==> config.mk <==
export PLATFORM = sky130hd
export DESIGN_NAME = decode_unit
export DESIGN_NICKNAME = d
export VERILOG_FILES = /design/src/cpu_pkg.sv /design/src/decode_unit.sv
export SDC_FILE = /design/constraint.sdc
export NUM_CORES = 1
export LEC_CHECK = 0
export BUFFER_PORTS_ARGS = -buffer_cell sky130_fd_sc_hd__buf_2
export CORE_AREA = 3 3 185 187
export DETAILED_ROUTE_END_ITERATION = 8
export DIE_AREA = 0 0 188 190
export PLACE_DENSITY = 0.32
export SLEW_MARGIN = 10
export SYNTH_ARGS = -nofsm -noshare
export SYNTH_HDL_FRONTEND = slang
export SYNTH_SLANG_ARGS = --single-unit
==> constraint.sdc <==
create_clock -name vclk -period 1.95
set_input_delay 0.195 -clock vclk [all_inputs]
set_output_delay 0.195 -clock vclk [all_outputs]
set_load 0.01 [all_outputs]
==> src/cpu_pkg.sv <==
`default_nettype none

package cpu_pkg;

  localparam int DATA_WIDTH     = 32;
  localparam int INSTR_WIDTH    = 32;
  localparam int MEM_DEPTH      = 1024;
  localparam int ADDR_WIDTH     = 10;
  localparam int REG_COUNT      = 32;
  localparam int REG_ADDR_WIDTH = 5;

  typedef enum logic [3:0] {
    ADD = 4'd0,
    LW  = 4'd1,
    SW  = 4'd2,
    SUB = 4'd3,
    AND = 4'd4,
    MUL = 4'd5,
    DIV = 4'd6,
    OR  = 4'd7,
    XOR = 4'd8,
    BEQ = 4'd9,
    BNE = 4'd10,
    BLT = 4'd11,
    BGE = 4'd12,
    JMP = 4'd13
  } opcode_t;

  typedef struct packed {
    logic [12:0]               free;
    logic [REG_ADDR_WIDTH-1:0] ra;
    logic [REG_ADDR_WIDTH-1:0] rb;
    logic [REG_ADDR_WIDTH-1:0] rd;
    opcode_t                   opcode;
  } instruction_t;

  typedef struct packed {
    logic [ADDR_WIDTH-1:0] pc;
    instruction_t          instr;
  } if_id_t;

  typedef struct packed {
    logic [ADDR_WIDTH-1:0] pc;
    instruction_t          instr;
    logic [DATA_WIDTH-1:0] ra_val;
    logic [DATA_WIDTH-1:0] rb_val;
    logic [DATA_WIDTH-1:0] rd_val; // Store data for SW
    logic [DATA_WIDTH-1:0] off;
    logic [DATA_WIDTH-1:0] boff;
  } id_ex_t;

  typedef struct packed {
    logic [ADDR_WIDTH-1:0]     pc;
    instruction_t              instr;
    logic                      rd_we; // Never set for r0
    logic [REG_ADDR_WIDTH-1:0] rd;
    logic [DATA_WIDTH-1:0]     result;
    logic                      st_we;
    logic [ADDR_WIDTH-1:0]     st_addr;
    logic [DATA_WIDTH-1:0]     st_data;
  } ex_wb_t;

  // Operand bypass from the EX/WB register
  function automatic logic [DATA_WIDTH-1:0] fwd_operand(
    ex_wb_t                    wb,
    logic [REG_ADDR_WIDTH-1:0] addr,
    logic [DATA_WIDTH-1:0]     value
  );
    return (wb.rd_we && wb.rd == addr) ? wb.result : value;
  endfunction

endpackage

`default_nettype wire

==> src/decode_unit.sv <==
`timescale 1ns/1ps
`default_nettype none

module decode_unit (
  input  cpu_pkg::if_id_t                    if_id_i,
  output logic [cpu_pkg::REG_ADDR_WIDTH-1:0] rs1_o,
  output logic [cpu_pkg::REG_ADDR_WIDTH-1:0] rs2_o,
  output logic [cpu_pkg::REG_ADDR_WIDTH-1:0] rs3_o,
  input  logic [cpu_pkg::DATA_WIDTH-1:0]     rd1_i,
  input  logic [cpu_pkg::DATA_WIDTH-1:0]     rd2_i,
  input  logic [cpu_pkg::DATA_WIDTH-1:0]     rd3_i,
  input  cpu_pkg::ex_wb_t                    fwd_ex_i,
  output cpu_pkg::id_ex_t                    id_ex_o
);

  localparam int OFF_W  = cpu_pkg::INSTR_WIDTH - 14;
  localparam int BOFF_W = 13 + cpu_pkg::REG_ADDR_WIDTH;

  cpu_pkg::instruction_t instr;
  logic [OFF_W-1:0]      off_raw;
  logic [BOFF_W-1:0]     boff_raw;

  assign instr    = if_id_i.instr;
  assign off_raw  = instr[cpu_pkg::INSTR_WIDTH-1:14];
  assign boff_raw = {instr.free, instr.rd};

  assign rs1_o = instr.ra;
  assign rs2_o = instr.rb;
  assign rs3_o = instr.rd; // Store data source

  always_comb begin
    id_ex_o.pc     = if_id_i.pc;
    id_ex_o.instr  = instr;
    // Covers the item retiring from writeback this cycle
    id_ex_o.ra_val = cpu_pkg::fwd_operand(fwd_ex_i, instr.ra, rd1_i);
    id_ex_o.rb_val = cpu_pkg::fwd_operand(fwd_ex_i, instr.rb, rd2_i);
    id_ex_o.rd_val = cpu_pkg::fwd_operand(fwd_ex_i, instr.rd, rd3_i);
    id_ex_o.off    = {{(cpu_pkg::DATA_WIDTH-OFF_W){off_raw[OFF_W-1]}}, off_raw};
    id_ex_o.boff   = {{(cpu_pkg::DATA_WIDTH-BOFF_W){boff_raw[BOFF_W-1]}}, boff_raw};
  end

endmodule

`default_nettype wire

Word level (Yosys, flattened, before mapping)
Cells that the tools add are included.
{"block": "totals", "ff_bits": 0, "latchBits": 0, "mem_bits_rw": 0, "rom_bits": 0, "inputBits": 261, "output_inout_bits": 217, "wordCells": 9, "n_memories": 0}
{"block": "classes", "addsub": 0, "mul": 0, "n_div": 0, "n_lt_le_gt_ge": 0, "eq_ne": 3, "n_shift": 0, "n_mux": 3, "n_bitwise": 0, "reduce_logical": 3}
{"cell": "$mux W32", "count": 3}
{"cell": "$eq A5 B5 Y1", "count": 3}
{"cell": "$logic_and A1 B1 Y1", "count": 3}

Longest topological paths before layout
{"block": "depth", "word_depth": 3, "depth_mapped": 6, "depth_no_buf": 4}

Least setup slack after synthesis
No wires, ideal clock.
{"block": "synth_timing", "path_type": "in2out", "from": "in if_id_i[7] in the netlist's numbering", "to": "out id_ex_o[75] in the netlist's numbering", "arrival_time_ns": 1.356, "required_ns": 1.755, "setup_slack_ns": 0.399, "stages": 6, "path_buffers": 2, "cell_sequence": "xor2_1 nor4_1 and3_1 buf_6 buf_12 mux2_2"}
{"element": "start, declared", "line": "decode_unit.sv:5", "source": "input cpu_pkg::if_id_t if_id_i,"}
{"element": "end, declared", "line": "decode_unit.sv:13", "source": "output cpu_pkg::id_ex_t id_ex_o"}

==> flow_summary.json <==
{
  "core_area_um2": 32600,
  "gp_congestion": 0.697,
  "initial_core_utilization_pct": 8.08,
  "die_height_um": 190,
  "fin_crit_sh_pct": 103,
  "route.detailed.drc": 0,
  "postSynthAreaPerCell_um2": 10.5,
  "slew-limit-headroom_pct": 83.6,
  "postLayoutCoreUtil_pct": 13.9,
  "powerDensity_nw_per_um2": 194,
  "layout.cells.most_common": "buf_2",
  "outcome": "complete, but fails checks",
  "synthToLayoutAreaGrowth_pct": 71.9,
  "seq_cell_count": 0,
  "endpoint_kind": "output port",
  "drt_iter0_markers": 21,
  "timing.hold.worst_path_depth": 0,
  "fin_total_pwr_uw": 879,
  "period_needed_ns": 2.00,
  "finalHoldViolations": 0,
  "cp.required_ns": 1.75,
  "num-clock-buffers": 0,
  "finalMaxSlewViolations": 0,
  "holdCritStartpoint": "if_id_i[3]",
  "first_global_vias": 2371,
  "netlist_area_um2": 2640,
  "dpl_cell_area_um2": 3790,
  "critical_path_class": "in -> out",
  "yosysSeqAreaShare_pct": 0,
  "placement.io_buffers": 285,
  "via_per_inst": 2.70,
  "wire_per_inst_um": 13.6,
  "power.static_leakage_uw": 0.00223,
  "worst_ir_drop_vdd_mv": 0.0474,
  "grt_start_max_net_pins": 33,
  "crit_path_start_kind": "input port",
  "boundaryPins": 478,
  "final_area_um2": 4530,
  "maxCapViolations": 0,
  "floorplan.rows": 66,
  "gr-total-overflow": 0,
  "routed-via-count": 2384,
  "worst_hold_path_type": "in -> out",
  "num-fill-cells": 3691,
  "overall_die_area_um2": 35700,
  "global_route_wire_length_before_repair_um": 14400,
  "register_area_um2": 0,
  "fp.dieW_um": 188,
  "failed_checks": "setup timing",
  "stdcell_count": 883,
  "dp_hpwl_um": 9750,
  "nets": 704,
  "post_synthesis_cell_count": 250,
  "layout_cell_share_with_drive_strength_beyond_1_pct": 97.1,
  "setup-violations-final": 30,
  "post-place-cells": 875,
  "cp-startpoint": "if_id_i[16]",
  "worst-slew-pin-transition_ns": 0.245,
  "syn-num-nets": 511,
  "antenna_violating_nets_post_route": 0,
  "most_frequent_cells_in_the_layout": "buf_2, mux2_4, buf_6, buf_4, xor2_1",
  "timing.critical_path.fanout_max": 5,
  "hold_path_end": "id_ex_o[163]",
  "routed_wl_um": 12000,
  "final_critical_path_setup_slack_ns": -0.0492,
  "arrival_ns": 1.80,
  "synth.lib_cells_used.distinct": 9,
  "ctsHoldBuffers": 0,
  "rsz_0062_raised_after_global_routing": "yes",
  "grt_util_all_layers_pct": 5.08,
  "drt-pass1-iter-count": 4,
  "max_clock_freq_ghz": 0.500,
  "grt_antenna_before_repair": 1,
  "ant_cells": 0,
  "synth.yosys.warnings": 0
}
[report_power, final]
| group | total, uW | leakage [uW] | switching (uW) | internal [uW] |
|---|---|---|---|---|
| clock | 0 | 0 | 0 | 0 |
| sequential | 0 | 0 | 0 | 0 |
| combinational | 879 | 0.00223 | 352 | 527 |
| total | 879 | 0.00223 | 352 | 527 |
[worst max path at each step]
stage | to | cells after the start
after floorplan | id_ex_o[75] | 6
after global placement | id_ex_o[158] | 8
after detailed placement | id_ex_o[158] | 8
after CTS | id_ex_o[158] | 8
after global routing | id_ex_o[128] | 8
final | id_ex_o[128] | 8
[cell type report]
cell class                      count  area (um^2)  area share (%)
Timing Repair Buffer              324         2310            51.0
Multi-Input combinational cell    117         1660            36.7
Tap cell                          442          553            12.2
[synth_stat cells (all sizes together)]
cell   number  area [um^2]
mux2       96         1340
xor2       12          105
nor4        3         18.8
buf       133         1120
and3        3         18.8
xnor2       3         26.3
[repair_timing]
action / 4_1_cts / 5_1_grt
buffers inserted: 1 / 1
gates cloned: 0 / 6
resized for setup: 37 / 78
endpoints found under the setup margin: 83 / 85
pin swaps: 1 / 7
[metrics by stage]
step | setup WS, ns | TNS (ns) | hold WS, ns
floorplan | 0.399 | 0 | 0.482
global placement | -0.161 | -7.39 | 0.390
detailed placement | -0.148 | -6.71 | 0.390
CTS | -0.0335 | -0.588 | 0.390
global route | -0.146 | -7.13 | 0.390
finish | -0.0492 | -0.711 | 0.390
[worst max-delay path, stage by stage]
cell	delay, ns
buf_8	0.11
xor2_4	0.18
nor4_4	0.29
and3_4	0.28
buf_12	0.15
buf_4	0.13
mux2_2	0.33
buf_2	0.14
[kinds of logic (layout without fill, tap and decap cells)]
group | Yosys count | in the layout | synth area share, %
xor gates and xnor gates | 15 | 15 | 4.99
and+or+nand+nor | 6 | 6 | 1.42
buffers and inverters | 133 | 324 | 42.6
muxes | 96 | 96 | 51.0
[layer usage]
metal  GRT usage (%)  part of all wire, %  up-vias
met5               0                    0        -
met4           0.779                  1.6        0
met3           0.903                  8.5       32
met2            10.2                   54      161
met1            5.64                   36     1086
li1                -                    -     1105
Power figures use the tool's default switching activity.
