===== config.mk =====
export PLATFORM = sky130hd
export DESIGN_NAME = hazard_unit
export DESIGN_NICKNAME = d
export VERILOG_FILES = /design/src/cpu_pkg.sv /design/src/hazard_unit.sv
export SDC_FILE = /design/constraint.sdc
export NUM_CORES = 1
export LEC_CHECK = 0
export BUFFER_PORTS_ARGS = -buffer_cell sky130_fd_sc_hd__buf_2
export CAP_MARGIN = 20
export CORE_AREA = 2 2 95 97
export DETAILED_ROUTE_END_ITERATION = 6
export DIE_AREA = 0 0 97 99
export PLACE_DENSITY = 0.38
export SETUP_SLACK_MARGIN = 0.05
export SYNTH_ARGS = -nofsm -noshare
export SYNTH_HDL_FRONTEND = slang
export SYNTH_SLANG_ARGS = --single-unit
export TNS_END_PERCENT = 5

===== constraint.sdc =====
create_clock -name vclk -period 1.3
set_clock_uncertainty 0.1 [all_clocks]
set_input_delay 0.26 -clock vclk [all_inputs]
set_output_delay 0.26 -clock vclk [all_outputs]
set_load 0.01 [all_outputs]

===== src/cpu_pkg.sv =====
`default_nettype none

package cpu_pkg;

  localparam int DATA_WIDTH     = 32;
  localparam int INSTR_WIDTH    = 32;
  localparam int MEM_DEPTH      = 1024;
  localparam int ADDR_WIDTH     = 10;
  localparam int REG_COUNT      = 32;
  localparam int REG_ADDR_WIDTH = 5;

  typedef enum logic [3:0] {
    ADD = 4'd0,
    LW  = 4'd1,
    SW  = 4'd2,
    SUB = 4'd3,
    AND = 4'd4,
    MUL = 4'd5,
    DIV = 4'd6,
    OR  = 4'd7,
    XOR = 4'd8,
    BEQ = 4'd9,
    BNE = 4'd10,
    BLT = 4'd11,
    BGE = 4'd12,
    JMP = 4'd13
  } opcode_t;

  typedef struct packed {
    logic [12:0]               free;
    logic [REG_ADDR_WIDTH-1:0] ra;
    logic [REG_ADDR_WIDTH-1:0] rb;
    logic [REG_ADDR_WIDTH-1:0] rd;
    opcode_t                   opcode;
  } instruction_t;

  typedef struct packed {
    logic [ADDR_WIDTH-1:0] pc;
    instruction_t          instr;
  } if_id_t;

  typedef struct packed {
    logic [ADDR_WIDTH-1:0] pc;
    instruction_t          instr;
    logic [DATA_WIDTH-1:0] ra_val;
    logic [DATA_WIDTH-1:0] rb_val;
    logic [DATA_WIDTH-1:0] rd_val; // Store data for SW
    logic [DATA_WIDTH-1:0] off;
    logic [DATA_WIDTH-1:0] boff;
  } id_ex_t;

  typedef struct packed {
    logic [ADDR_WIDTH-1:0]     pc;
    instruction_t              instr;
    logic                      rd_we; // Never set for r0
    logic [REG_ADDR_WIDTH-1:0] rd;
    logic [DATA_WIDTH-1:0]     result;
    logic                      st_we;
    logic [ADDR_WIDTH-1:0]     st_addr;
    logic [DATA_WIDTH-1:0]     st_data;
  } ex_wb_t;

  // Operand bypass from the EX/WB register
  function automatic logic [DATA_WIDTH-1:0] fwd_operand(
    ex_wb_t                    wb,
    logic [REG_ADDR_WIDTH-1:0] addr,
    logic [DATA_WIDTH-1:0]     value
  );
    return (wb.rd_we && wb.rd == addr) ? wb.result : value;
  endfunction

endpackage

`default_nettype wire


===== src/hazard_unit.sv =====
`timescale 1ns/1ps
`default_nettype none

module hazard_unit (
  input  cpu_pkg::if_id_t if_id_i,
  input  cpu_pkg::id_ex_t id_ex_i,
  input  logic            id_ex_valid_i,
  input  logic            redirect_i,
  output logic            stall_o,
  output logic            bubble_o,
  output logic            flush_o
);

  logic [cpu_pkg::REG_ADDR_WIDTH-1:0] load_rd;
  logic                               ex_is_load;
  logic                               id_reads_rd;
  logic                               conflict;

  assign load_rd     = id_ex_i.instr.rd;
  assign ex_is_load  = id_ex_valid_i && id_ex_i.instr.opcode == cpu_pkg::LW;
  assign id_reads_rd = if_id_i.instr.opcode == cpu_pkg::SW; // SW reads rd as data

  assign conflict = load_rd == if_id_i.instr.ra
                 || load_rd == if_id_i.instr.rb
                 || (id_reads_rd && load_rd == if_id_i.instr.rd);

  assign bubble_o = ex_is_load && load_rd != '0 && conflict;
  assign stall_o  = bubble_o && !redirect_i; // Flush overrides stall
  assign flush_o  = redirect_i;

endmodule

`default_nettype wire


; Word level (Yosys, flattened, before mapping)
; Cells that the tools add are included.
[word_totals]
reg_bits = 0
inputBits = 246
wordCells = 14
[op_classes]
n_eq_ne = 5
n_reduce_logical = 9
[op_table]
columns = operator, n
row1 = 5-bit == test, 3
row2 = 1-bit logical AND, 5
row3 = 5-bit nonzero test, 1
row4 = "4-bit by 1-bit == test with 1-bit output, second input constant", 1
row5 = "4-bit by 2-bit == test with 1-bit output, second input constant", 1
row6 = 1-bit logical OR, 2
row7 = 1-bit logical NOT, 1

; Depth between registers and ports, before layout
[logic_depth]
depth_word = 5
depth_mapped = 4
depth_no_buf = 4

; Worst setup path after synthesis
; No wires, ideal clock.
[synth_path]
kind = input port to output port
start = input id_ex_i[167] (netlist name)
end = output stall_o
arrival_time_ns = 1.109
t_required_ns = 0.940
slack_ns = -0.169
cell_stages = 4
n_path_buf = 0
cell_sequence = xor2_1 nor4_2 nand3_1 a311oi_2
[synth_via]
elab_chain_cells = 5
[synth_rtl]
columns = element, line_no
row1 = start: declaration, hazard_unit.sv:6  ; input cpu_pkg::id_ex_t id_ex_i,
row2 = 5-bit == test (on tied branches), "hazard_unit.sv:23, hazard_unit.sv:25, hazard_unit.sv:24"
row3 = 1-bit logical OR / 1-bit logical AND (equally long branches), "hazard_unit.sv:24, hazard_unit.sv:25"
row4 = 1-bit logical OR, hazard_unit.sv:25  ; || (id_reads_rd && load_rd == if_id_i.instr.rd);
row5 = 1-bit logical AND (*), hazard_unit.sv:27  ; assign bubble_o = ex_is_load && load_rd != '0 && conflict;
row6 = 1-bit logical AND (*), hazard_unit.sv:28  ; assign stall_o = bubble_o && !redirect_i;
row7 = end: declaration, hazard_unit.sv:9  ; output logic stall_o,
; Every way passes the cells marked *; elsewhere a longest branch is shown, timed or not.

; Worst setup path after layout
[layout_path]
start = input id_ex_i[165] (netlist name)
end = output stall_o
; Same word-level chain as after synthesis.

==> metrics.csv <==
stage;metric;value;unit
status;outcome;finished with violations;
status;violations;negative setup slack;
drt;drt_pass1_iterations;2;
clock_tree;post-cts-setup-buffer-count;0;
placement;placed_cells;174;
die;floorplan.io_pins;249;
drt;detail-route-antenna-nets;0;
sta;layout_worst_path_cycle_share;131;%
placement;placed_area;574;um2
flow_run;cap_violations;0;
final_layout;sequential_cell_total;0;
grt;first_global_vias;385;
pwr;cellPowerDensity;223;nW/um2
pwr;total_power;139;uW
worst_setup_path;kind_of_start_point_of_the_critical_path;input pin;
worst_setup_path;startpoint_of_the_most_critical_setup_path;id_ex_i[165];
sta;rsz_0062_raised_after_global_routing;yes;
pwr;leakage;0.240;nW
sta;period_needed;1.71;ns
logic_synthesis;postSynthAreaPerCell;8.41;um2
placement;detailedPlacementHpwl;1010;um
worst_setup_path;worst-path-stages;6;
sta;setup_viol;2;
logic_synthesis;postSynthNetCount;275;
worst_setup_path;path_buf_inv;2;
drt;via_count;353;
final_layout;finalInstanceArea;623;um2
die;fp.dieW;97;um
final_layout;n_antenna_cell;0;
die;die-height;99;um
final_layout;fraction_of_final_layout_cells_sized_beyond_drive_strength_1;65.2;%
sta;final.setup.tns;-0.763;ns
placement;globalplace.congestion;0.685;
logic_synthesis;synthCells;29;
worst_setup_path;worst_setup_path_end_kind;output port;
worst_setup_path;endpoint;stall_o;
logic_synthesis;synth_area;244;um2
die;num_rows;34;
worst_setup_path;critPathSlowestCell;sky130_fd_sc_hd__a311oi_2;
final_layout;utilization;7.29;%
drt;dr_iter_0_viols;1;
drt;drt-vias-per-instance;2.03;
worst_setup_path;crit_path_max_incr_delay;0.31;ns
sta;hold_viol;0;
worst_hold_path;worst_hold_path_type;in2out;
final_layout;finalNonFillerCells;174;
grt;wire_length_of_the_first_global_routing_pass;1660;um
logic_synthesis;sequential_element_share_of_the_synthesized_area;0;%
logic_synthesis;post-synth-top-area-fraction;35.9;%
grt;grt_overflow;0;
worst_setup_path;critical-path-top-delay-family;buffers and inverters;
placement;pre_cts_slack;-0.488;ns
final_layout;syn_to_final_growth;155;%
die;initial_utilization;2.85;%
worst_setup_path;cp_cell_sequence;buf_4 -> xor2_1 -> nor3_1 -> nand3_1 -> a311oi_2 -> buf_2;
logic_synthesis;synth.top_cells.by_area;sky130_fd_sc_hd__xor2_1 (36%), sky130_fd_sc_hd__xnor2_1 (18%), sky130_fd_sc_hd__nor4b_4 (9.7%), sky130_fd_sc_hd__nand3_1 (6.2%), sky130_fd_sc_hd__a311oi_2 (6.2%);
final_layout;layout.clock_buffers;0;
grt;grt_use_total;2.09;%
sta;final_critical_path_setup_slack;-0.407;ns
logic_synthesis;synth.largest_area_cell;sky130_fd_sc_hd__xor2_1;
drt;route.final.wire_length;1040;um
sta;slew_violations;0;
die;core_area;8550;um2
sta;timing.slew.headroom;84.9;%
grt;antenna_found_initial;0;
final_layout;regArea;0;um2
die;design.die.area;9600;um2
sta;whs;0.667;ns
worst_setup_path;criticalPathCategory;in2out;
drt;post_drt_wl_per_cell;5.95;um
sta;fmax;0.586;GHz
logic_synthesis;synth-warning-count;0;
final_layout;layout.filler_cells;992;
logic_synthesis;synth.lib_cells_used.distinct;13;
pwr;irDropWorstVdd;0.0906;mV
placement;place.port_buffers;33;
sta;worst_slew_pin_slew;0.225;ns
drt;route.detailed.drc;0;
grt;grt_start_max_net_pins;5;
final_layout;nNetsFinal;314;
worst_setup_path;critPathRequiredTime;0.94;ns
worst_setup_path;cp_data_arrival_time;1.35;ns
worst_setup_path;path_max_fanout;4;
power breakdown:
group	switching, mW	total [mW]	internal [mW]
sequential	0	0	0
combinational	0.0572	0.139	0.0815
clock	0	0	0
layout by cell type, fill, tap and decap left out, drive strengths merged:
cell type,instances
o21ai,1
a31oi,1
nor4,2
xnor2,5
nand3,3
nor3,2
a311oi,1
nor4b,1
nand2,1
or4,1
xor2,10
buf,38
cell families after synthesis:
family	Yosys count	synth area share, %
buffers and inverters	1	3.08
and+or+nand+nor	10	32.3
AOI/OAI and AO/OA	3	10.8
xor gates and xnor gates	15	53.8
cell type report:
cell class         count  area [um2]  share of cell area (%)
well taps            108         135                    21.7
repair buffers        38         233                    37.3
multi-input cells     28         255                    41.0
how the worst min path moves through the flow:
stage	startpoint	end	slack (ns)	cells past startpoint
2_1_floorplan	redirect_i	stall_o	0.45	1
3_3_place_gp	redirect_i	flush_o	0.67	2
3_5_place_dp	redirect_i	flush_o	0.67	2
4_1_cts	redirect_i	flush_o	0.67	2
5_1_grt	redirect_i	flush_o	0.69	2
6_report	redirect_i	flush_o	0.67	2
layer usage:
metal / up-vias / track usage [%] / wire, um
li1: 180 / - / -
met1: 146 / 2.85 / 483
met2: 27 / 3.74 / 435
met3: 0 / 0.284 / 118
met4: 0 / 0 / 0
met5: - / 0 / 0
timing repair:
action                     CTS  global route
cloned                       0             0
resized for setup            8             3
pin swaps                    4             5
setup endpoints to repair    2             2
hold buffers                 0             0
Yosys cell counts (2+ instances only):
library cell / instances
sky130_fd_sc_hd__nand3_1: 3
sky130_fd_sc_hd__nor3_1: 2
sky130_fd_sc_hd__xor2_1: 10
sky130_fd_sc_hd__xnor2_1: 5
No activity file was read; power rests on OpenSTA's default activity.
