<file path="src/cpu_pkg.sv">
`default_nettype none

package cpu_pkg;

  localparam int DATA_WIDTH     = 32;
  localparam int INSTR_WIDTH    = 32;
  localparam int MEM_DEPTH      = 1024;
  localparam int ADDR_WIDTH     = 10;
  localparam int REG_COUNT      = 32;
  localparam int REG_ADDR_WIDTH = 5;

  typedef enum logic [3:0] {
    ADD = 4'd0,
    LW  = 4'd1,
    SW  = 4'd2,
    SUB = 4'd3,
    AND = 4'd4,
    MUL = 4'd5,
    DIV = 4'd6,
    OR  = 4'd7,
    XOR = 4'd8,
    BEQ = 4'd9,
    BNE = 4'd10,
    BLT = 4'd11,
    BGE = 4'd12,
    JMP = 4'd13
  } opcode_t;

  typedef struct packed {
    logic [12:0]               free;
    logic [REG_ADDR_WIDTH-1:0] ra;
    logic [REG_ADDR_WIDTH-1:0] rb;
    logic [REG_ADDR_WIDTH-1:0] rd;
    opcode_t                   opcode;
  } instruction_t;

  typedef struct packed {
    logic [ADDR_WIDTH-1:0] pc;
    instruction_t          instr;
  } if_id_t;

  typedef struct packed {
    logic [ADDR_WIDTH-1:0] pc;
    instruction_t          instr;
    logic [DATA_WIDTH-1:0] ra_val;
    logic [DATA_WIDTH-1:0] rb_val;
    logic [DATA_WIDTH-1:0] rd_val; // Store data for SW
    logic [DATA_WIDTH-1:0] off;
    logic [DATA_WIDTH-1:0] boff;
  } id_ex_t;

  typedef struct packed {
    logic [ADDR_WIDTH-1:0]     pc;
    instruction_t              instr;
    logic                      rd_we; // Never set for r0
    logic [REG_ADDR_WIDTH-1:0] rd;
    logic [DATA_WIDTH-1:0]     result;
    logic                      st_we;
    logic [ADDR_WIDTH-1:0]     st_addr;
    logic [DATA_WIDTH-1:0]     st_data;
  } ex_wb_t;

  // Operand bypass from the EX/WB register
  function automatic logic [DATA_WIDTH-1:0] fwd_operand(
    ex_wb_t                    wb,
    logic [REG_ADDR_WIDTH-1:0] addr,
    logic [DATA_WIDTH-1:0]     value
  );
    return (wb.rd_we && wb.rd == addr) ? wb.result : value;
  endfunction

endpackage

`default_nettype wire

</file>
<file path="src/reg_file.sv">
`timescale 1ns/1ps
`default_nettype none

module reg_file (
  input  logic                               clk,
  input  logic                               rst,
  input  logic [cpu_pkg::REG_ADDR_WIDTH-1:0] rs1_i,
  input  logic [cpu_pkg::REG_ADDR_WIDTH-1:0] rs2_i,
  input  logic [cpu_pkg::REG_ADDR_WIDTH-1:0] rs3_i,
  output logic [cpu_pkg::DATA_WIDTH-1:0]     rd1_o,
  output logic [cpu_pkg::DATA_WIDTH-1:0]     rd2_o,
  output logic [cpu_pkg::DATA_WIDTH-1:0]     rd3_o,
  input  logic                               we_i,
  input  logic [cpu_pkg::REG_ADDR_WIDTH-1:0] wa_i,
  input  logic [cpu_pkg::DATA_WIDTH-1:0]     wd_i
);

  logic [cpu_pkg::DATA_WIDTH-1:0] regs [0:cpu_pkg::REG_COUNT-1];

  always_ff @(posedge clk) begin
    if (!rst) begin
      for (int i = 0; i < cpu_pkg::REG_COUNT; i++) begin
        regs[i] <= '0;
      end
    end else if (we_i && wa_i != '0) begin
      regs[wa_i] <= wd_i;
    end
  end

  // Write-before-read
  assign rd1_o = (rs1_i == '0) ? '0 : (we_i && wa_i == rs1_i) ? wd_i : regs[rs1_i];
  assign rd2_o = (rs2_i == '0) ? '0 : (we_i && wa_i == rs2_i) ? wd_i : regs[rs2_i];
  assign rd3_o = (rs3_i == '0) ? '0 : (we_i && wa_i == rs3_i) ? wd_i : regs[rs3_i];

endmodule

`default_nettype wire

</file>
<file path="config.mk">
export PLATFORM = sky130hd
export DESIGN_NAME = reg_file
export DESIGN_NICKNAME = d
export VERILOG_FILES = /design/src/cpu_pkg.sv /design/src/reg_file.sv
export SDC_FILE = /design/constraint.sdc
export NUM_CORES = 2
export LEC_CHECK = 0
export BUFFER_PORTS_ARGS = -buffer_cell sky130_fd_sc_hd__buf_2
export CAP_MARGIN = 20
export CORE_MARGIN = 5
export CORE_UTILIZATION = 30
export CTS_BUF_LIST = sky130_fd_sc_hd__clkbuf_4 sky130_fd_sc_hd__clkbuf_8
export CTS_CLUSTER_DIAMETER = 150
export DETAILED_ROUTE_END_ITERATION = 8
export PLACE_DENSITY = 0.49
export REMOVE_ABC_BUFFERS = 1
export SLEW_MARGIN = 40
export SYNTH_ARGS = -nofsm -noshare
export SYNTH_HDL_FRONTEND = slang
export SYNTH_SLANG_ARGS = --single-unit
</file>
<file path="constraint.sdc">
create_clock -name clk -period 4.6 [get_ports clk]
set_clock_uncertainty 0.2 [all_clocks]
set_input_delay 0 -clock clk [delete_from_list [all_inputs] [get_ports clk]]
set_output_delay 0 -clock clk [all_outputs]
set_load 0.05 [all_outputs]
</file>
## After elaboration in Yosys (flattened, before gate mapping)

Memories as Yosys holds them, arrays and structs flattened.
Index checks and enable logic that the tools add are counted.

| word-level totals | value |
|---|---|
| memory bits (writable) | 1,024 |
| output and inout bits | 96 |
| word-level logic and storage cells | 26 |
| register bits | 0 |
| bits of input ports | 55 |
| memories kept | 1 |

Memories:

| name | words | bits a word | read ports | clocked after Yosys merged registers in | wr ports | line | RTL |
|---|---|---|---|---|---|---|---|
| regs | 32 | 32 | 3 | 0 | 32 | reg_file.sv:18 | `logic [cpu_pkg::DATA_WIDTH-1:0] regs [0:cpu_pkg::REG_COUNT-1];` |

| cells by class | value |
|---|---|
| mux-type cells | 13 |
| reductions and logical operators | 9 |
| equality and inequality tests | 3 |

Operator list:

| kind | number |
|---|---|
| $mux 32 | 7 |
| $reduce_or 32->1 | 1 |
| $eq 5x5->1 | 3 |
| $logic_not 5->1 | 3 |
| $mux 1 | 5 |
| $mux 5 | 1 |
| $reduce_bool 5->1 | 1 |
| $logic_and 1x1->1 | 4 |

## Logic depth before layout (Yosys ltp)

| depth | value |
|---|---|
| depth in word-level cells | 7 |
| depth in mapped cells | 10 |
| mapped depth without buffers | 5 |

## Worst setup path before layout

No wires, ideal clock.

| path | value |
|---|---|
| path kind | input to register |
| start | input port wa_i[0] (netlist name) |
| end | memory regs[24][0] (netlist name) (enable) |
| data arrival time | 3,092 ps |
| path buffers | 2 |
| data required time | 3,934 ps |
| setup slack | 842 ps |
| library setup time | 466 ps |
| stages on the path | 4 |
| cell sequence | buf_2 > or3_1 > clkbuf_1 > o21ai_0 |

RTL lines:

| item | line | RTL |
|---|---|---|
| start: declaration | reg_file.sv:14 | `input logic [cpu_pkg::REG_ADDR_WIDTH-1:0] wa_i,` |
| end: declaration | reg_file.sv:18 |  |

## Worst setup path in the final report

| path | value |
|---|---|
| start | input port wa_i[4] (netlist name) |
| end | output port rd1_o[28] (netlist name) |

| on the way | value |
|---|---|
| word-level cells in the longest chain between the ends | 4 |

Ends and longest elaborated chain:

| item | line | RTL |
|---|---|---|
| $eq 5x5->1 | reg_file.sv:31 | `assign rd1_o = (rs1_i == '0) ? '0 : (we_i && wa_i == rs1_i) ? wd_i : regs[rs1_i];` |
| $logic_and 1x1->1 | reg_file.sv:31 |  |
| $mux 32 (2 in series) | reg_file.sv:31 |  |
| end: declaration | reg_file.sv:10 | `output logic [cpu_pkg::DATA_WIDTH-1:0] rd1_o,` |

No other way between the ends.

==> reports/metrics.yaml <==
clock_network:
  h-tree-depth: 4
  cts_resized: 0
  tritoncts: "yes"
  clock-sinks: 1024
  clkTransAtPathRegs_ns: 0.06
  cts_buffer_depth: 3
  cts_buffers: 190
  cts_root_buf: "clkbuf_8"
global_route:
  antenna_found_initial: 45
  grt_max_degree: 68
  grt_pass1_wl_um: 404000
  grt_pass1_vias: 46600
  grt_overflow: 0
  grt_usage: 0.262
cells_and_area:
  top_regs: "regs (1024)"
  stdcell_area_um2: 73800
  drive_above_1_share: 0.291
  final_cell_mix: "edfxtp_1, and2_1, mux4_2, mux2i_1, clkbuf_8"
  layout_commonest_cell: "edfxtp_1"
  syn2layout_area_growth_pct: 15.7
  largest_reg_flops: 1024
  final_core_util: 0.348
  top_register: "regs"
  nets: 4818
drt:
  finalWirelength_um: 301000
  wl_met3_um: 32500
  drc: 0
  met2WireLength_um: 132000
  highest_layer: "met5"
  final_antenna_net_count: 0
  vias_per_cell: 6.14
  num_vias: 47700
  first_pass_iters: 5
  routedWlPerCell_um: 38.8
  drtIter0Drc: 6849
  wl_met1_um: 121000
sta:
  fin_crit_ns: 3.72
  rsz0062_at_grt: "no"
  period_share: 0.808
  hold_violations: 0
  drv_slew: 0
  max_freq_ghz: 0.269
  setup_violations: 0
  worstMarginPinSlew_ns: 0.953
  slew_headroom: 0.364
  tns_ns: 0
  holdWs_ns: 0.0577
worst_setup_path:
  path_max_fanout: 37
  path_class: "input pin to primary output"
  startpoint_type: "input pin"
  end_kind: "primary output"
  arrival_ns: 3.52
  crit_required_ns: 4.40
logic_synthesis:
  syn_area_per_cell_um2: 13.8
  async_reset_ff_frac: 0
  synth_ff_type: "edfxtp_1"
  ys_top_cells_by_area: "edfxtp_1, mux4_2, and2_1"
  synth_area_leader_cell: "edfxtp_1"
  synth_edf_count: 1024
  synth_top_area_share: 0.482
  yosys_warnings: 0
  syn_area_um2: 63800
  ys_seq_elements: 1024
  yosysSeqAreaShare: 0.482
  ys_types: 54
  synthCells: 4613
floorplanning:
  initial_core_util: 0.301
  die_area_um2: 222000
  coreArea_um2: 212000
  die_y_um: 471
  rows: 169
  die_w_um: 471
  ios: 151
power:
  power.density_nw_per_um2: 344
  combPwrFrac: 0.187
  p_int_w: 0.0176
  switching_share: 0.307
  power_leakage_nw: 25.9
  clock_power_share: 0.371
  total_power_w: 0.0254
  peakVddDrop_uv: 335
  power.share.sequential: 0.442
  switchingPower_w: 0.00777
place:
  port_buffers: 150
  gp_congestion: 0.891
  dpl_cell_area_um2: 69300
  dpl.hpwl_um: 189000
worst_hold_path:
  worstHoldPathType: "input pin to register"
status:
  outcome: "completed"
flow_run:
  max_cap_violations: 0
-- final cells by class --
| type | count | area (um^2) |
|---|---|---|
| diodes | 24 | 60.1 |
| well taps | 2821 | 3530 |
| clock inverters | 99 | 808 |
| inverters | 2 | 7.51 |
| repair buffers | 456 | 4100 |
| flip-flops and latches | 1024 | 30700 |
| clock buffers | 246 | 3060 |
| multi-input cells | 3089 | 31500 |
| fillers | 20500 | 138000 |
-- metrics by stage --
stage	instances	setup slack [ns]
3_5_place_dp	7335	1.42
6_report	7761	0.883
4_1_cts	7733	0.981
5_1_grt	7742	0.870
3_3_place_gp	7318	1.10
2_1_floorplan	4115	1.07
-- cells by family after synthesis --
logic type / share of synthesized area
simple gates: 0.119
mux: 0.279
buf+inv: 0.0389
flops: 0.482
other cells: 0.0000588
compound gates: 0.0788
xor+xnor: 0.00206
-- per-layer routing --
metal | track usage | up-vias
met5 | 0 | -
met2 | 0.394 | 3278
met4 | 0.116 | 14
li1 | - | 18500
met3 | 0.0665 | 706
met1 | 0.359 | 25200
-- cell usage after synthesis (all sizes together) (8+ instances only) --
cell type,number
o22ai,31
a21oi,84
nor2,74
xnor2,11
a211o,19
mux2,18
a211oi,48
o221a,38
nor3,11
o2111ai,8
a221o,11
o32ai,10
and2,998
o21ai,94
nand3,21
mux2i,490
a32o,32
a22oi,179
edfxtp,1024
a22o,13
nor2b,16
clkbuf,339
nand4,8
a221oi,11
o221ai,57
o211ai,25
buf,190
and3,8
a2111oi,11
nand2,121
mux4,565
-- critical path, cell delays in order --
cell           delay (ns)
dlygate4sd3_1        0.63
buf_2                0.30
xor2_1               0.12
nor4_1               0.54
nand3_4              0.45
buf_4                0.55
o21ai_0              0.20
o221a_2              0.35
buf_2                0.31
-- what timing repair did --
item	4_1_cts	5_1_grt
hold buffers	53	0
setup buffers	0	0
hold endpoints to repair	1205	0
-- power groups by stage --
stage,sequential [W],combinational (W),clock [W]
final,0.0112,0.00475,0.00941
after global routing,0.0112,0.00487,0.00994
after CTS,0.0112,0.00470,0.00952
after detailed placement,0.0114,0.00464,0
after global placement,0.0113,0.00463,0
after floorplan,0.0112,0.00245,0
-- final timing paths --
kind	from	to	slack (ns)	cells after the start
max	wa_i[4]	rd1_o[28]	0.88	9
min	wd_i[19]	regs[10][19]	0.06	3
(Power assumes the default switching activity.)
