===== src/cpu_pkg.sv =====
`default_nettype none

package cpu_pkg;

  localparam int DATA_WIDTH     = 32;
  localparam int INSTR_WIDTH    = 32;
  localparam int MEM_DEPTH      = 1024;
  localparam int ADDR_WIDTH     = 10;
  localparam int REG_COUNT      = 32;
  localparam int REG_ADDR_WIDTH = 5;

  typedef enum logic [3:0] {
    ADD = 4'd0,
    LW  = 4'd1,
    SW  = 4'd2,
    SUB = 4'd3,
    AND = 4'd4,
    MUL = 4'd5,
    DIV = 4'd6,
    OR  = 4'd7,
    XOR = 4'd8,
    BEQ = 4'd9,
    BNE = 4'd10,
    BLT = 4'd11,
    BGE = 4'd12,
    JMP = 4'd13
  } opcode_t;

  typedef struct packed {
    logic [12:0]               free;
    logic [REG_ADDR_WIDTH-1:0] ra;
    logic [REG_ADDR_WIDTH-1:0] rb;
    logic [REG_ADDR_WIDTH-1:0] rd;
    opcode_t                   opcode;
  } instruction_t;

  typedef struct packed {
    logic [ADDR_WIDTH-1:0] pc;
    instruction_t          instr;
  } if_id_t;

  typedef struct packed {
    logic [ADDR_WIDTH-1:0] pc;
    instruction_t          instr;
    logic [DATA_WIDTH-1:0] ra_val;
    logic [DATA_WIDTH-1:0] rb_val;
    logic [DATA_WIDTH-1:0] rd_val; // Store data for SW
    logic [DATA_WIDTH-1:0] off;
    logic [DATA_WIDTH-1:0] boff;
  } id_ex_t;

  typedef struct packed {
    logic [ADDR_WIDTH-1:0]     pc;
    instruction_t              instr;
    logic                      rd_we; // Never set for r0
    logic [REG_ADDR_WIDTH-1:0] rd;
    logic [DATA_WIDTH-1:0]     result;
    logic                      st_we;
    logic [ADDR_WIDTH-1:0]     st_addr;
    logic [DATA_WIDTH-1:0]     st_data;
  } ex_wb_t;

  // Operand bypass from the EX/WB register
  function automatic logic [DATA_WIDTH-1:0] fwd_operand(
    ex_wb_t                    wb,
    logic [REG_ADDR_WIDTH-1:0] addr,
    logic [DATA_WIDTH-1:0]     value
  );
    return (wb.rd_we && wb.rd == addr) ? wb.result : value;
  endfunction

endpackage

`default_nettype wire


===== src/dmem_if.sv =====
`timescale 1ns/1ps
`default_nettype none

interface dmem_if;
  logic                           req;
  logic                           we;
  logic [cpu_pkg::ADDR_WIDTH-1:0] addr;
  logic [cpu_pkg::DATA_WIDTH-1:0] wdata;
  logic [cpu_pkg::DATA_WIDTH-1:0] rdata; // Valid with addr

  modport master (
    output req, we, addr, wdata,
    input  rdata
  );

  modport slave (
    input  req, we, addr, wdata,
    output rdata
  );
endinterface

`default_nettype wire


===== src/execute_unit.sv =====
`timescale 1ns/1ps
`default_nettype none

module execute_unit (
  input  cpu_pkg::id_ex_t                id_ex_i,
  input  logic                           valid_i,
  input  cpu_pkg::ex_wb_t                fwd_wb_i,
  dmem_if.master                         dmem,
  output cpu_pkg::ex_wb_t                ex_wb_o,
  output logic                           redirect_o,
  output logic [cpu_pkg::ADDR_WIDTH-1:0] redirect_pc_o
);

  cpu_pkg::instruction_t          instr;
  logic [cpu_pkg::DATA_WIDTH-1:0] op_a;
  logic [cpu_pkg::DATA_WIDTH-1:0] op_b;
  logic [cpu_pkg::DATA_WIDTH-1:0] op_s;
  logic [cpu_pkg::DATA_WIDTH-1:0] eff_addr;
  logic [cpu_pkg::DATA_WIDTH-1:0] result;
  logic                           is_load;
  logic                           is_store;
  logic                           writes_rd;
  logic                           taken;

  assign instr = id_ex_i.instr;

  assign op_a = cpu_pkg::fwd_operand(fwd_wb_i, instr.ra, id_ex_i.ra_val);
  assign op_b = cpu_pkg::fwd_operand(fwd_wb_i, instr.rb, id_ex_i.rb_val);
  assign op_s = cpu_pkg::fwd_operand(fwd_wb_i, instr.rd, id_ex_i.rd_val);

  assign eff_addr  = op_b + id_ex_i.off;
  assign is_load   = instr.opcode == cpu_pkg::LW;
  assign is_store  = instr.opcode == cpu_pkg::SW;
  assign writes_rd = instr.opcode inside {cpu_pkg::ADD, cpu_pkg::SUB, cpu_pkg::AND,
                                          cpu_pkg::OR, cpu_pkg::XOR, cpu_pkg::LW};

  always_comb begin
    result = '0;
    taken  = 1'b0;
    case (instr.opcode)
      cpu_pkg::ADD: result = op_a + op_b;
      cpu_pkg::SUB: result = op_a - op_b;
      cpu_pkg::AND: result = op_a & op_b;
      cpu_pkg::OR:  result = op_a | op_b;
      cpu_pkg::XOR: result = op_a ^ op_b;
      cpu_pkg::LW:  result = dmem.rdata;
      cpu_pkg::BEQ: taken = op_a == op_b;
      cpu_pkg::BNE: taken = op_a != op_b;
      cpu_pkg::BLT: taken = $signed(op_a) < $signed(op_b);
      cpu_pkg::BGE: taken = $signed(op_a) >= $signed(op_b);
      cpu_pkg::JMP: taken = 1'b1;
      default:      result = '0; // MUL, DIV and reserved act as no-ops
    endcase
  end

  assign redirect_o    = valid_i & taken;
  assign redirect_pc_o = (instr.opcode == cpu_pkg::JMP) ? op_a[cpu_pkg::ADDR_WIDTH-1:0]
                       : id_ex_i.pc + id_ex_i.boff[cpu_pkg::ADDR_WIDTH-1:0];

  assign dmem.req   = valid_i & (is_load | is_store);
  assign dmem.we    = is_store;
  assign dmem.addr  = eff_addr[cpu_pkg::ADDR_WIDTH-1:0];
  assign dmem.wdata = op_s;

  always_comb begin
    ex_wb_o.pc      = id_ex_i.pc;
    ex_wb_o.instr   = instr;
    ex_wb_o.rd_we   = valid_i & writes_rd & (instr.rd != '0);
    ex_wb_o.rd      = instr.rd;
    ex_wb_o.result  = result;
    ex_wb_o.st_we   = valid_i & is_store;
    ex_wb_o.st_addr = eff_addr[cpu_pkg::ADDR_WIDTH-1:0];
    ex_wb_o.st_data = op_s;
  end

endmodule

`default_nettype wire


===== src/flat_wrapper.sv =====
// flat-port wrapper written by rule: the top's interface ports become plain ports
module execute_unit_flat 
  (id_ex_i, valid_i, fwd_wb_i, ex_wb_o, redirect_o, redirect_pc_o, dmem_req, dmem_we, dmem_addr, dmem_wdata, dmem_rdata);
  dmem_if dmem_i ();
  input  cpu_pkg::id_ex_t id_ex_i;
  input  logic valid_i;
  input  cpu_pkg::ex_wb_t fwd_wb_i;
  output cpu_pkg::ex_wb_t ex_wb_o;
  output logic redirect_o;
  output logic [cpu_pkg::ADDR_WIDTH-1:0] redirect_pc_o;
  output wire logic [$bits(dmem_i.req)-1:0] dmem_req;
  output wire logic [$bits(dmem_i.we)-1:0] dmem_we;
  output wire logic [$bits(dmem_i.addr)-1:0] dmem_addr;
  output wire logic [$bits(dmem_i.wdata)-1:0] dmem_wdata;
  input wire logic [$bits(dmem_i.rdata)-1:0] dmem_rdata;
  assign dmem_req = dmem_i.req;
  assign dmem_we = dmem_i.we;
  assign dmem_addr = dmem_i.addr;
  assign dmem_wdata = dmem_i.wdata;
  assign dmem_i.rdata = dmem_rdata;
  execute_unit u_core (.id_ex_i(id_ex_i), .valid_i(valid_i), .fwd_wb_i(fwd_wb_i), .dmem(dmem_i), .ex_wb_o(ex_wb_o), .redirect_o(redirect_o), .redirect_pc_o(redirect_pc_o));
endmodule

===== config.mk =====
export PLATFORM = sky130hd
export DESIGN_NAME = execute_unit_flat
export DESIGN_NICKNAME = d
export VERILOG_FILES = /design/src/cpu_pkg.sv /design/src/dmem_if.sv /design/src/execute_unit.sv /design/src/flat_wrapper.sv
export SDC_FILE = /design/constraint.sdc
export NUM_CORES = 1
export LEC_CHECK = 0
export BUFFER_PORTS_ARGS = -buffer_cell sky130_fd_sc_hd__buf_4
export CORE_AREA = 2 2 209 211
export DETAILED_ROUTE_END_ITERATION = 6
export DIE_AREA = 0 0 211 213
export GPL_ROUTABILITY_DRIVEN = 0
export PLACE_DENSITY_LB_ADDON = 0.15
export SETUP_SLACK_MARGIN = 0.15
export SLEW_MARGIN = 20
export SYNTH_ARGS = -nofsm -noshare
export SYNTH_HDL_FRONTEND = slang
export SYNTH_SLANG_ARGS = --single-unit

===== constraint.sdc =====
create_clock -name vclk -period 12.9
set_input_delay 2.58 -clock vclk [all_inputs]
set_output_delay 2.58 -clock vclk [all_outputs]
set_load 0.02 [all_outputs]

======== Yosys cells after proc, flatten, opt, wreduce, memory -nomap -nowiden ========
Index checks and enable logic that the tools add are counted.
cells by class
  add/sub/neg operators ................... 4
  magnitude comparators ................... 2
  equality and inequality tests ........... 16
  muxes and demuxes ....................... 6
  bitwise logic cells ..................... 9
  reductions and logical operators ........ 6
operators by type and width
  kind                number
  $pmux 32 s6         1
  $mux 32             3
  $add 32x32->32      1
  $and 32x32->32      1
  $eq 32x32->1        1
  $ge 32x32->1        1
  $lt 32x32->1        1
  $ne 32x32->1        1
  $or 32x32->32       1
  $sub 32x32->32      1
  $xor 32x32->32      1
  $eq 4x4->1 const B  6
  $add 10x10->10      2
  $eq 5x5->1          3
  $mux 10             1
  $eq 4x2->1 const B  2
  $eq 4x3->1 const B  2
  $reduce_bool 6->1   1
  $and 1x1->1         5
  $pmux 1 s5          1
  $reduce_bool 5->1   1
  $eq 4x1->1 const B  1
  $logic_not 4->1     1
  $logic_and 1x1->1   3
  $or 1x1->1          1
storage, ports and cells
  register bits ........................... 0
  bits of input ports ..................... 358

======== Longest topological paths before layout ========
  depth in word-level cells ............... 6
  gate-level depth with buffers ........... 19
  mapped depth without buffers ............ 17

======== Worst setup path after synthesis ========
Ideal clock, no wire load.
  path kind ............................... input port to output port
  from .................................... input port id_ex_i[171] (netlist bit)
  to ...................................... output port ex_wb_o[74] (netlist bit)
  data arrival time ....................... 6.725 ns
  data required time ...................... 10.320 ns
  slack ................................... 3.595 ns
  stages .................................. 16
  path buffers ............................ 2
  cells stage by stage .................... xor2_1 nor4_1 and3_1 clkbuf_1 buf_1 mux2_2 ha_1 or3_1 or3_1 a21o_1 a21o_1 a31oi_4 a211oi_2 o31ai_2 mux2_1 o22ai_1
RTL lines
  item             line               RTL
  start, declared  flat_wrapper.sv:5  input cpu_pkg::id_ex_t id_ex_i;
  end, declared    flat_wrapper.sv:8  output cpu_pkg::ex_wb_t ex_wb_o;

==> impl_metrics.toml <==
[timing]
slew-limit-headroom_pct = 29.83
fin_crit_ns = 10.32
fin_setup_tns_ns = 0
worst_pin_slew_ns = 1.052
rsz0062_at_grt = "false"
period_share_pct = 80.01
hold_viol_final = 0
fmax_mhz = 96.89
report.final.slew_viol_count = 0
finalSetupViolCount = 0

[synth]
synth.most_common_cell = "ha_1"
netlist.top_cell.by_area = "ha_1"
synth.distinct_cells = 74
synth_area_mm2 = 0.007909
synth.area.top_cells = "ha_1 (18%), mux2_2 (12%), buf_4 (8.4%), a21oi_1 (5.8%), inv_1 (5.0%)"
yosys.area_share.simple_pct = 15.99
synthMuxAreaShare_pct = 14.38
ys_seq_area_share_pct = 0
ys_warn_count = 0
synth-xor-area-share_pct = 4.319
synthAdderAreaFrac_pct = 19.05
synthCells = 1133
synth-compound-area-share_pct = 29.49
syn_area_per_cell_um2 = 6.980
netlist.area_leader.share_pct = 18.04
synth_top_family_by_area = "compound AO/OA/AOI/OAI gates"
yosys-top-cells-count = "ha_1 (114), inv_1 (105), a21oi_1 (92)"
synth_nets = 1609

[global_route]
grtUsageTotal_pct = 16.70
grt_max_degree = 33
antenna_found_initial = 8
grt_pass1_wl_um = 57410
first_global_vias = 9079
grt_overflow = 0

[floorplanning]
rows = 76
start_util_pct = 18.52
core_area_mm2 = 0.04270
dieArea_mm2 = 0.04494
die_width_um = 211
fp.dieH_um = 213
ios = 536

[clock_tree]
post-cts-setup-buffer-count = 0
post_cts_resized = 0
hold_buffers = 0

[finish]
fillers = 4770
nets = 1848
final_util_pct = 24.91
area_delta_synth_final_pct = 34.47
layout-drive-gt1-share_pct = 36.35
nClkBuffers = 0
seq_area_um2 = 0
seq_cell_count = 0

[critical_path]
path_class = "input port to primary output"
crit_fanout = 17
crit_path_max_incr_delay_ns = 0.66
critPathCaptureType = "primary output"
critPathLaunchType = "input port"
worstPathArrival_ns = 7.74
crit_top_cell = "buf_4"
crit_chain = "buf_4 -> xor2_1 -> nor4_1 -> and3_2 -> buf_4 -> mux2_2 -> ha_1 -> a21oi_1 -> o21ai_0 -> a311oi_1 -> o31ai_1 -> nor3_1 -> nor4_1 -> o31a_1 -> mux2_1 -> o22ai_1 -> buf_4"
required_ns = 10.32
cp_slowest_cell = "and3_2"

[detailed_routing]
drc = 0
via_count = 9170
routed_via_density = 4.779
first_pass_iters = 5
post_drt_wl_per_cell_um = 20.67
antenna_left = 0
wl_um = 39670
drt_iter0_drc = 432

[power]
power.density_mw_per_mm2 = 50.59
p_leak_nw = 5.101
vdd_drop_max_mv = 0.02118

[hold_path]
min_delay_path_depth = 0
hold_path_end = "ex_wb_o[112]"
min_from = "id_ex_i[191]"
holdCritPathClass = "input port to primary output"

[flow_run]
maxCapViolCount = 0

[placement]
portBuffers = 381
dpl.hpwl_um = 32930

[status]
outcome = "finished clean"
[cell type report]
class	count	area, um^2	share of cell area, %
Multi-Input combinational cell	873	6608	62.13
Timing Repair Buffer	392	2943	27.67
Tap cell	546	683.2	6.424
Inverter	105	394.1	3.706
Antenna cell	3	7.507	0.07059
[worst max path at each step]
stage,startpoint,end
after floorplan,id_ex_i[171],ex_wb_o[74]
after global placement,fwd_wb_i[77],ex_wb_o[71]
after detailed placement,fwd_wb_i[77],redirect_o
after CTS,fwd_wb_i[77],redirect_o
after global routing,fwd_wb_i[77],ex_wb_o[74]
final,fwd_wb_i[77],ex_wb_o[74]
[cell usage in the layout (no fill, tap or decap), drive strengths merged, types with 25 or more instances in the layout]
cell	instances
mux2	85
a21oi	92
ha	114
a221oi	28
buf	392
inv	105
o21ai	79
nand2	52
nor2	87
nor3	25
[layer usage]
layer | GRT usage [%] | share of wire [%]
met1 | 23.11 | 47
met2 | 28.18 | 46
met3 | 3.103 | 6.1
met4 | 0.8014 | 0.42
met5 | 0 | 0.19
[per-stage QoR]
| stage | total power, mW | instance area [um^2] | hold slack [ns] | cells | worst slack (ns) |
|---|---|---|---|---|---|
| 6_report | 0.5380 | 10640 | 5.160 | 1919 | 2.579 |
| 3_5_place_dp | 0.5391 | 10620 | 5.160 | 1916 | 2.333 |
| 3_3_place_gp | 0.5376 | 10620 | 5.160 | 1916 | 2.358 |
| 2_1_floorplan | 0.3436 | 7909 | 5.273 | 1133 | 3.595 |
| 4_1_cts | 0.5418 | 10620 | 5.160 | 1916 | 2.308 |
| 5_1_grt | 0.5880 | 10630 | 5.160 | 1916 | 2.116 |
[logic make-up (layout without fill, tap and decap cells)]
kind of cell,count (synthesis),count (layout)
and+or+nand+nor,264,264
adders and majority gates,118,118
buffers and inverters,260,497
muxes,103,103
other,0,3
xor gates and xnor gates,39,39
AOI/OAI and AO/OA,349,349
[where the power goes]
group	internal, mW	total, mW	switching, mW
logic	0.225	0.538	0.313
clock network	0.0000000311	0.0000000311	0
registers	0	0	0
[critical path, delay by kind of cell]
family                   cells  cell delay (ns)
AO/OA/AOI/OAI                6             1.66
AND/OR/NAND/NOR              4             1.40
buffers and inverters        3             0.70
multiplexers                 2             0.70
adder cells (fa/ha/maj)      1             0.50
XOR/XNOR                     1             0.15
(Power assumes the default switching activity.)
